[config.mk]
export PLATFORM = sky130hd
export DESIGN_NAME = dvi_init_top
export DESIGN_NICKNAME = d
export VERILOG_FILES = /design/src/rtl/dvi_init_pkg.sv /design/src/rtl/i2c_bus_engine.sv /design/src/rtl/dvi_init_sequencer.sv /design/src/rtl/dvi_init_top.sv
export SDC_FILE = /design/constraint.sdc
export NUM_CORES = 1
export LEC_CHECK = 0
export BUFFER_PORTS_ARGS = -buffer_cell sky130_fd_sc_hd__buf_4
export CORE_MARGIN = 3
export CORE_UTILIZATION = 50
export DETAILED_ROUTE_END_ITERATION = 12
export GPL_TIMING_DRIVEN = 0
export PLACE_DENSITY = 0.67
export SLEW_MARGIN = 20
export SYNTH_ARGS = -nofsm -noshare
export SYNTH_HDL_FRONTEND = slang
export SYNTH_SLANG_ARGS = --single-unit
[constraint.sdc]
create_clock -name clk -period 2.78 [get_ports clk]
set_input_delay 0 -clock clk [delete_from_list [all_inputs] [get_ports clk]]
set_output_delay 0 -clock clk [all_outputs]
set_load 0.05 [all_outputs]
[src/rtl/dvi_init_pkg.sv]
/* DVI transmitter init: I2C command and response types, byte view
   and the register write table for both pixel-clock ranges */

package dvi_init_pkg;

  // --------------------------------------------------
  // Bus engine command and response
  // --------------------------------------------------
  typedef enum logic [1:0] {
    OP_START = 2'd0,
    OP_WRITE = 2'd1,
    OP_STOP  = 2'd2
  } i2c_op_e;

  typedef struct packed {
    i2c_op_e    op;
    logic [7:0] data;
  } i2c_cmd_t;

  // ack is high when the slave held SDA low in the acknowledge slot
  typedef struct packed {
    logic ack;
  } i2c_rsp_t;

  // --------------------------------------------------
  // Byte on the wire
  // --------------------------------------------------
  typedef struct packed {
    logic [6:0] dev_addr;
    logic       rw;
  } i2c_addr_byte_t;

  // First byte of a frame is address plus direction, later ones are raw data
  typedef union packed {
    logic [7:0]     raw;
    i2c_addr_byte_t addr;
  } i2c_byte_u;

  localparam logic I2C_WRITE = 1'b0;

  // --------------------------------------------------
  // Register table
  // --------------------------------------------------
  typedef struct packed {
    logic [7:0] reg_addr;
    logic [7:0] data;
  } reg_write_t;

  localparam int NUM_WRITES = 5;

  // Pixel clock above 65 MHz
  localparam reg_write_t REG_TABLE_FAST [NUM_WRITES] = '{
    '{8'h49, 8'hC0}, '{8'h21, 8'h09}, '{8'h33, 8'h06}, '{8'h34, 8'h26}, '{8'h36, 8'hA0}
  };

  // Pixel clock at or below 65 MHz
  localparam reg_write_t REG_TABLE_SLOW [NUM_WRITES] = '{
    '{8'h49, 8'hC0}, '{8'h21, 8'h09}, '{8'h33, 8'h08}, '{8'h34, 8'h16}, '{8'h36, 8'h60}
  };

endpackage

[src/rtl/i2c_bus_engine.sv]
/* I2C master bus engine: turns start, write-byte and stop commands
   into open-drain SCL/SDA timing and returns the slave acknowledge */

`timescale 1ns/10ps

module i2c_bus_engine #(
  parameter int QUARTER_CYCLES = 1500
) (
  input  logic                   clk,
  input  logic                   reset,
  input  dvi_init_pkg::i2c_cmd_t cmd,
  input  logic                   cmd_valid,
  output logic                   cmd_ready,
  output dvi_init_pkg::i2c_rsp_t rsp,
  output logic                   rsp_valid,
  output logic                   scl_oe,
  output logic                   sda_oe,
  input  logic                   sda_in
);

  localparam int QW = (QUARTER_CYCLES > 1) ? $clog2(QUARTER_CYCLES) : 1;
  localparam logic [QW-1:0] Q_LAST = QW'(QUARTER_CYCLES - 1);

  // Bit phases follow SCL: fall (low), setup (low), rise (high, high)
  typedef enum logic [2:0] {
    ST_IDLE,
    ST_START,
    ST_CLK_FALL,
    ST_SETUP,
    ST_CLK_RISE,
    ST_STOP,
    ST_RESP
  } state_e;

  state_e        state;
  logic [QW-1:0] qcnt;
  logic [1:0]    quarter;
  logic [3:0]    bit_cnt;
  logic [8:0]    shift;
  logic          quarter_end;
  logic          first_cycle;
  logic          accept;

  assign quarter_end = (qcnt == Q_LAST);
  assign first_cycle = (qcnt == '0);
  assign cmd_ready   = (state == ST_IDLE);
  assign rsp_valid   = (state == ST_RESP);
  assign accept      = cmd_valid && cmd_ready;

  // --------------------------------------------------
  // Quarter-bit timer
  // --------------------------------------------------
  always_ff @(posedge clk) begin
    if (reset || state == ST_IDLE || state == ST_RESP || quarter_end) begin
      qcnt <= '0;
    end else begin
      qcnt <= qcnt + QW'(1);
    end
  end

  // --------------------------------------------------
  // Phase FSM and line drivers
  // --------------------------------------------------
  // SCL moves on the edge that enters a phase, so SDA in the fall
  // phase changes one clock after SCL is already low
  always_ff @(posedge clk) begin
    if (reset) begin
      state   <= ST_IDLE;
      quarter <= '0;
      bit_cnt <= '0;
      scl_oe  <= 1'b0;
      sda_oe  <= 1'b0;
    end else begin
      case (state)
        ST_IDLE: begin
          if (accept) begin
            quarter <= '0;
            bit_cnt <= '0;
            case (cmd.op)
              dvi_init_pkg::OP_START: begin
                // SDA falls with SCL still high
                sda_oe <= 1'b1;
                state  <= ST_START;
              end
              dvi_init_pkg::OP_WRITE: begin
                scl_oe <= 1'b1;
                state  <= ST_CLK_FALL;
              end
              default: begin
                scl_oe <= 1'b1;
                state  <= ST_STOP;
              end
            endcase
          end
        end

        ST_START: begin
          if (quarter_end) begin
            if (quarter == 2'd1) begin
              quarter <= '0;
              state   <= ST_IDLE;
            end else begin
              scl_oe  <= 1'b1;
              quarter <= quarter + 2'd1;
            end
          end
        end

        ST_CLK_FALL: begin
          if (first_cycle) begin
            sda_oe <= ~shift[8];
          end
          if (quarter_end) begin
            state <= ST_SETUP;
          end
        end

        ST_SETUP: begin
          if (quarter_end) begin
            scl_oe <= 1'b0;
            state  <= ST_CLK_RISE;
          end
        end

        ST_CLK_RISE: begin
          if (quarter_end) begin
            if (quarter == 2'd1) begin
              quarter <= '0;
              bit_cnt <= bit_cnt + 4'd1;
              if (bit_cnt == 4'd8) begin
                state <= ST_RESP;
              end else begin
                scl_oe <= 1'b1;
                state  <= ST_CLK_FALL;
              end
            end else begin
              quarter <= quarter + 2'd1;
            end
          end
        end

        // SCL low and SDA low, then SCL high, then SDA released
        ST_STOP: begin
          if (quarter == 2'd0 && first_cycle) begin
            sda_oe <= 1'b1;
          end
          if (quarter_end) begin
            case (quarter)
              2'd0: scl_oe <= 1'b0;
              2'd1: sda_oe <= 1'b0;
              default: state <= ST_IDLE;
            endcase
            quarter <= (quarter == 2'd2) ? 2'd0 : quarter + 2'd1;
          end
        end

        ST_RESP: state <= ST_IDLE;

        default: state <= ST_IDLE;
      endcase
    end
  end

  // --------------------------------------------------
  // Shift register and acknowledge capture
  // --------------------------------------------------
  // Trailing 1 releases SDA in the acknowledge slot
  always_ff @(posedge clk) begin
    if (accept) begin
      shift <= {cmd.data, 1'b1};
    end else if (state == ST_CLK_RISE && quarter_end) begin
      // Middle of the high time of the ninth bit
      if (quarter == 2'd0 && bit_cnt == 4'd8) begin
        rsp.ack <= ~sda_in;
      end
      if (quarter == 2'd1) begin
        shift <= {shift[7:0], 1'b1};
      end
    end
  end

endmodule

[src/rtl/dvi_init_sequencer.sv]
/* DVI init sequencer: walks the register table, one I2C frame per entry,
   repeats a frame on NACK and raises done when all entries are written */

`timescale 1ns/10ps

module dvi_init_sequencer #(
  parameter logic [6:0] DEV_ADDR = 7'h76
) (
  input  logic                   clk,
  input  logic                   reset,
  input  logic                   pclk_gt_65mhz,
  output dvi_init_pkg::i2c_cmd_t cmd,
  output logic                   cmd_valid,
  input  logic                   cmd_ready,
  input  dvi_init_pkg::i2c_rsp_t rsp,
  input  logic                   rsp_valid,
  output logic                   done
);

  localparam int EW = $clog2(dvi_init_pkg::NUM_WRITES);
  localparam logic [EW-1:0] LAST_ENTRY = EW'(dvi_init_pkg::NUM_WRITES - 1);
  localparam logic [1:0] LAST_BYTE = 2'd2;

  typedef enum logic [2:0] {
    S_IDLE,
    S_START,
    S_BYTE,
    S_WAIT_ACK,
    S_STOP,
    S_FINISHED
  } state_e;

  state_e                   state;
  logic [EW-1:0]            entry;
  logic [1:0]               byte_idx;
  logic                     mode_fast;
  logic                     nacked;
  dvi_init_pkg::reg_write_t entry_w;
  dvi_init_pkg::i2c_byte_u  tx_byte;

  // --------------------------------------------------
  // Command formation
  // --------------------------------------------------
  always_comb begin
    if (mode_fast) begin
      entry_w = dvi_init_pkg::REG_TABLE_FAST[entry];
    end else begin
      entry_w = dvi_init_pkg::REG_TABLE_SLOW[entry];
    end

    case (byte_idx)
      2'd0: begin
        tx_byte.addr.dev_addr = DEV_ADDR;
        tx_byte.addr.rw       = dvi_init_pkg::I2C_WRITE;
      end
      2'd1:    tx_byte.raw = entry_w.reg_addr;
      default: tx_byte.raw = entry_w.data;
    endcase
  end

  // Data field only matters for write commands
  always_comb begin
    cmd.data = tx_byte.raw;
    case (state)
      S_START: cmd.op = dvi_init_pkg::OP_START;
      S_STOP:  cmd.op = dvi_init_pkg::OP_STOP;
      default: cmd.op = dvi_init_pkg::OP_WRITE;
    endcase
  end

  assign cmd_valid = (state == S_START) || (state == S_BYTE) || (state == S_STOP);

  // High once the engine is idle after the last stop
  assign done = (state == S_FINISHED) && cmd_ready;

  // --------------------------------------------------
  // Frame FSM
  // --------------------------------------------------
  always_ff @(posedge clk) begin
    if (reset) begin
      state     <= S_IDLE;
      entry     <= '0;
      byte_idx  <= '0;
      mode_fast <= 1'b0;
      nacked    <= 1'b0;
    end else begin
      case (state)
        S_IDLE: state <= S_START;

        S_START: begin
          if (cmd_ready) begin
            // Pixel clock mode is fixed for the whole frame
            mode_fast <= pclk_gt_65mhz;
            byte_idx  <= '0;
            nacked    <= 1'b0;
            state     <= S_BYTE;
          end
        end

        S_BYTE: begin
          if (cmd_ready) begin
            state <= S_WAIT_ACK;
          end
        end

        S_WAIT_ACK: begin
          if (rsp_valid) begin
            if (!rsp.ack) begin
              // Skip remaining bytes, close the frame, retry same entry
              nacked <= 1'b1;
              state  <= S_STOP;
            end else if (byte_idx == LAST_BYTE) begin
              state <= S_STOP;
            end else begin
              byte_idx <= byte_idx + 2'd1;
              state    <= S_BYTE;
            end
          end
        end

        S_STOP: begin
          if (cmd_ready) begin
            if (nacked) begin
              state <= S_START;
            end else if (entry == LAST_ENTRY) begin
              state <= S_FINISHED;
            end else begin
              entry <= entry + EW'(1);
              state <= S_START;
            end
          end
        end

        S_FINISHED: state <= S_FINISHED;

        default: state <= S_IDLE;
      endcase
    end
  end

endmodule

[src/rtl/dvi_init_top.sv]
/* DVI init top: register-table sequencer driving the I2C bus engine */

`timescale 1ns/10ps

module dvi_init_top #(
  parameter int         QUARTER_CYCLES = 1500,
  parameter logic [6:0] DEV_ADDR       = 7'h76
) (
  input  logic clk,
  input  logic reset,
  input  logic pclk_gt_65mhz,
  output logic scl_oe,
  output logic sda_oe,
  // Resolved SCL level for bus monitors, no clock stretching here
  input  logic scl_in,
  input  logic sda_in,
  output logic done
);

  dvi_init_pkg::i2c_cmd_t cmd;
  logic                   cmd_valid;
  logic                   cmd_ready;
  dvi_init_pkg::i2c_rsp_t rsp;
  logic                   rsp_valid;

  dvi_init_sequencer #(
    .DEV_ADDR (DEV_ADDR)
  ) u_sequencer (
    .clk           (clk),
    .reset         (reset),
    .pclk_gt_65mhz (pclk_gt_65mhz),
    .cmd           (cmd),
    .cmd_valid     (cmd_valid),
    .cmd_ready     (cmd_ready),
    .rsp           (rsp),
    .rsp_valid     (rsp_valid),
    .done          (done)
  );

  i2c_bus_engine #(
    .QUARTER_CYCLES (QUARTER_CYCLES)
  ) u_bus_engine (
    .clk       (clk),
    .reset     (reset),
    .cmd       (cmd),
    .cmd_valid (cmd_valid),
    .cmd_ready (cmd_ready),
    .rsp       (rsp),
    .rsp_valid (rsp_valid),
    .scl_oe    (scl_oe),
    .sda_oe    (sda_oe),
    .sda_in    (sda_in)
  );

endmodule

# Word level (Yosys, flattened, before mapping)
# Memory sizes are Yosys's and may differ from the RTL's.
# Index checks and enable logic that the tools add are counted.
# W data, S select, Z words.
[word_totals]
register_bits = 41
romBits = 256
input_bits = 5
out_inout_bits = 3
elab_cells = 174
mem_count = 2
[memory_table]
columns = ["name", "words", "width", "rd", "rd_clocked_by_memory_dff", "write_ports", "line", "source"]
rows = [
  ["(no name shown)", 8, 16, 1, 0, 0, "dvi_init_sequencer.sv:46", "entry_w = dvi_init_pkg::REG_TABLE_FAST[entry];"],
  ["(no name shown)", 8, 16, 1, 0, 0, "dvi_init_sequencer.sv:48", "entry_w = dvi_init_pkg::REG_TABLE_SLOW[entry];"],
]
[op_classes]
n_addsub = 5
n_lt_le_gt_ge = 1
eq_ne = 42
mux = 68
n_bitwise = 6
n_reduce_logical = 37
[op_table]
columns = ["operator", "n"]
rows = [
  ["$mux W16", 5],
  ["$mux W3", 18],
  ["$pmux W3 S6", 2],
  ["$ne A2 B1 Y1 const B", 14],
  ["$mux W9", 3],
  ["$reduce_and A4 Y1", 6],
  ["$mux W1", 19],
  ["$eq A3 B3 Y1 const B", 6],
  ["$mux W2", 9],
  ["$ne A2 B2 Y1 const B", 9],
  ["$pmux W8 S2", 1],
  ["$eq A3 B2 Y1 const B", 4],
  ["$mux W4", 3],
  ["$add A11 B1 Y11 const B", 1],
  ["$eq A11 B11 Y1 const B", 1],
  ["$logic_not A11 Y1", 1],
  ["$reduce_and A11 Y1", 1],
  ["$reduce_and A9 Y1", 1],
  ["$pmux W2 S2", 2],
  ["$pmux W4 S2", 1],
  ["$reduce_bool A2 Y1", 4],
  ["$eq A2 B1 Y1 const B", 3],
  ["$eq A3 B1 Y1 const B", 2],
  ["$logic_not A2 Y1", 3],
  ["other kinds (22)", 40],
]

# Depth between registers and ports, before layout
[depth]
ltp_word = 7
depth_mapped = 8
mapped_depth_nobuf = 7

# Cells and area by module
# From an unflattened synthesis, not the netlist that was laid out.
[unflattened]
cells_unflattened = 308
area_unflattened_um2 = 2636.3
[by_module_without_submodules]
columns = ["mod", "n_inst", "cells_per_inst", "area_each_um2", "seq_area_each_um2"]
rows = [
  ["i2c_bus_engine", 1, 192, 1712.9, 710.7],
  ["dvi_init_sequencer", 1, 116, 923.4, 200.2],
]

# Worst setup path before layout
# No wires, ideal clock.
[synth_path]
path_type = "register to register"
start = "register u_bus_engine.qcnt[2]"
end = "register u_bus_engine.shift[1], enable pin"
setup_ns = 0.329
arrival_time_ns = 1.896
t_required_ns = 2.451
slack_ns = 0.555
path_stages_with_launch = 5
path_buffers = 0
synth_period_minus_slack_ns = 2.225
cell_sequence = "dfxtp_1 > or3_4 > or3_2 > or3_1 > nand2_1"
[synth_via]
elab_chain_len = 4
[synth_lines]
columns = ["item", "line", "source"]
rows = [
  ["start, declared", "i2c_bus_engine.sv:36", "logic [QW-1:0] qcnt;"],
  ["start signal, assigned", "i2c_bus_engine.sv:57", "qcnt <= qcnt + QW'(1);"],
  ["$eq A11 B11 Y1", "i2c_bus_engine.sv:44", "assign quarter_end = (qcnt == Q_LAST);"],
  ["$logic_and A1 B1 Y1", "i2c_bus_engine.sv:171", "end else if (state == ST_CLK_RISE && quarter_end) begin"],
  ["$reduce_bool A2 Y1 (no line)", "--", ""],
  ["$reduce_and A2 Y1 (no line)", "--", ""],
  ["end signal, assigned", "i2c_bus_engine.sv:170", "shift <= {cmd.data, 1'b1};"],
  ["end signal, assigned", "i2c_bus_engine.sv:177", "shift <= {shift[7:0], 1'b1};"],
  ["end, declared", "i2c_bus_engine.sv:39", "logic [8:0] shift;"],
]
# No other way between the ends.
# A chain may end at the register's enable or synchronous reset.

# Worst setup path in the final report
[layout_path]
start = "register u_bus_engine.qcnt[0]"
end = "register u_bus_engine.shift[1], enable pin"
# Same word-level chain as after synthesis.

==> flow_summary.yaml <==
outcome:
  status: "finished clean"
synthesis:
  synth_area_um2: 2510
  syn_nets: 325
  synth_compound_area_frac: 0.182
  synth_area_per_cell_um2: 8.19
  synth_top_family_by_area: "simple AND/OR/NAND/NOR gates"
  synth_warnings: 0
  ys_top_cells_by_area: "dfxtp_1 (26%), edfxtp_1 (11%), ha_1 (7.0%)"
  synth_edf_count: 9
  synth_simple_gate_area_frac: 0.249
  synth.most_common_cell: "dfxtp_1"
  synthXorXnorAreaFrac: 0.0559
  synth_seq_cells: 41
  synthMuxAreaShare: 0.0160
  yosysSeqAreaShare: 0.363
  synth_top_area_share: 0.255
  synth_top_area_cell: "dfxtp_1"
  synthArstFlopShare: 0
  yosys-top-cells-count: "dfxtp_1 (32), nor2_1 (27), nand2_1 (26)"
  synthFlopType: "dfxtp_1"
  yosysUniqueCellTypes: 53
  synthCells: 306
  synthAdderAreaFrac: 0.0739
sta:
  fin_skew_ns: 0.00657
  final-setup-viol-count: 0
  rsz0062_at_grt: "false"
  finalMaxSlewViolations: 0
  fmax_mhz: 406
  tns_ns: 0
  max_slew.worst_pin.slew_ns: 0.660
  final.setup.worst_slack_ns: 0.316
  hold_violations: 0
  layout_min_cycle_time_ns: 2.46
  fin_crit_sh: 0.886
  relSlewSlack: 0.558
drt:
  drt_pass1_iterations: 4
  drtIter0Drc: 136
  routed_via_density: 5.54
  routed_wl_um: 5460
  antenna_left: 0
  drt-wirelength-per-cell_um: 14.0
  drcViolationCount: 0
  vias: 2161
clock_tree:
  cts-htree-levels: 2
  cts_tree: "yes"
  cts.reportedPaths.clkPinSlew_ns: 0.09
  clock_latency_ns: 0.29
  cts_buffers: 5
  cts-root-buf: "clkbuf_8"
  cts.sinks: 41
  post-cts-setup-buffer-count: 0
  ctsLongestPathBuffers: 2
floorplan:
  ios: 8
  fp.dieW_um: 76.8
  core_area_um2: 4790
  row_count: 25
  start_util: 0.524
  dieArea_um2: 5900
  die_y_um: 76.8
place:
  pre_cts_ws_ns: 0.317
  dpl.hpwl_um: 4000
  io_buffers: 6
  finalWeightedCongestion: 0.845
cells_and_area:
  final-seq-area_um2: 911
  antenna_cells: 0
  syn2layout_area_growth_pct: 10.9
  n_fill_cell: 435
  final_nets: 341
  multi_input_comb_area_um2: 1450
  drive_above_1_share: 0.0774
grt:
  grt_pass1_wl_um: 9400
  grt_pass1_vias: 2000
  overflow: 0
  antenna_found_initial: 0
  grt_max_degree: 15
  grtUsageTotal: 0.196
pwr:
  power.density_nw_per_um2: 824
  cellLeakagePower_nw: 0.988
  fin_total_pwr_mw: 2.29
  power.share.sequential: 0.374
  ir_drop_mv: 0.490
  power.switching_mw: 0.898
  clkPwrFrac: 0.214
  internal-power_mw: 1.39
  swShare: 0.392
  p_comb_frac: 0.412
critical_path:
  cp-end-kind: "register"
  required_ns: 2.75
  cp-start-kind: "register"
  cp_max_fo: 8
  crit_type: "register to register"
  worstPathArrival_ns: 2.43
flow_run:
  maxCapViolCount: 0
worst_hold_path:
  hold_path_class: "input pin to register"
==> routing by layer <==
| layer | GRT usage | wire (um) | up-vias |
|---|---|---|---|
| met5 | 0 | 0 | - |
| met4 | 0.0543 | 41 | 0 |
| met3 | 0.0446 | 196 | 4 |
| met2 | 0.306 | 2450 | 43 |
| met1 | 0.270 | 2770 | 988 |
| li1 | - | - | 1126 |
==> through the flow <==
| stage | utilization | instances | hold slack, ns | cell area [um^2] |
|---|---|---|---|---|
| final | 0.581 | 390 | 0.468 | 2780 |
| after global routing | 0.581 | 390 | 0.479 | 2780 |
| after CTS | 0.581 | 390 | 0.457 | 2780 |
| after detailed placement | 0.551 | 379 | 0.235 | 2640 |
| after global placement | 0.551 | 379 | 0.229 | 2640 |
| after floorplan | - | 306 | 0.101 | 2510 |
==> cells in the final DEF, fill, tap and decap left out, drive strengths merged, types with 8 or more instances in the layout <==
cell type  count
ha            14
nor2          27
dfxtp         32
edfxtp         9
nand2         26
buf            8
inv           19
nand3         17
clkbuf        22
xnor2          9
nor3          14
o21ai         22
a21oi         22
==> cells by family after synthesis <==
| logic type | after synthesis |
|---|---|
| multiplexers | 4 |
| XOR/XNOR | 16 |
| buffers and inverters | 38 |
| AND/OR/NAND/NOR | 119 |
| adder cells (fa/ha/maj) | 15 |
| AO/OA/AOI/OAI | 73 |
| flip-flops | 41 |
==> sequential cells by signal, summed over array words and instances (netlist names), 2 cells and up <==
name / flops
u_bus_engine.quarter: 2
u_bus_engine.state: 3
u_sequencer.entry: 3
u_bus_engine.bit_cnt: 4
u_sequencer.byte_idx: 2
u_bus_engine.shift: 8
u_sequencer.state: 3
u_bus_engine.qcnt: 11
==> final timing paths <==
path / from / endpoint / slack [ns] / depth (start not counted)
max reg2reg: u_bus_engine.qcnt[0]$_SDFF_PP0_ / u_bus_engine.shift[1]$_SDFFCE_PP1P_ / 0.32 / 5
min: reset / u_bus_engine.state[0]$_SDFFE_PP0P_ / 0.47 / 3
max: u_bus_engine.qcnt[0]$_SDFF_PP0_ / u_bus_engine.shift[1]$_SDFFCE_PP1P_ / 0.32 / 5
min reg2reg: u_bus_engine.qcnt[0]$_SDFF_PP0_ / u_bus_engine.qcnt[0]$_SDFF_PP0_ / 0.49 / 1
==> critical path, stage by stage, from the launching register on <==
cell and delay (ns):
dfxtp_1 0.41, ha_1 0.23, nand4_1 0.22, or3_2 0.53, or3_1 0.45, nand2_1 0.29
==> final cells by class <==
type / instances / area share
Multi-Input combinational cell: 227 / 0.520
Sequential cell: 41 / 0.327
Tap cell: 67 / 0.0301
Buffer: 19 / 0.0283
Timing Repair Buffer: 9 / 0.0270
Inverter: 19 / 0.0256
Clock buffer: 5 / 0.0247
Clock inverter: 3 / 0.0166
==> timing repair <==
action                                  4_1_cts  5_1_grt
hold buffers                                  3        0
endpoints found under the setup margin        0        0
resized for setup                             0        0
hold endpoints to repair                      4        0
==> power by group through the flow <==
stage | Combinational [mW] | Clock, mW | Sequential, mW
CTS | 0.945 | 0.505 | 0.858
finish | 0.945 | 0.490 | 0.857
global route | 1.08 | 0.533 | 0.869
floorplan | 0.687 | 0 | 0.892
global placement | 0.925 | 0 | 0.865
detailed placement | 0.939 | 0 | 0.871
Power figures use the tool's default switching activity.
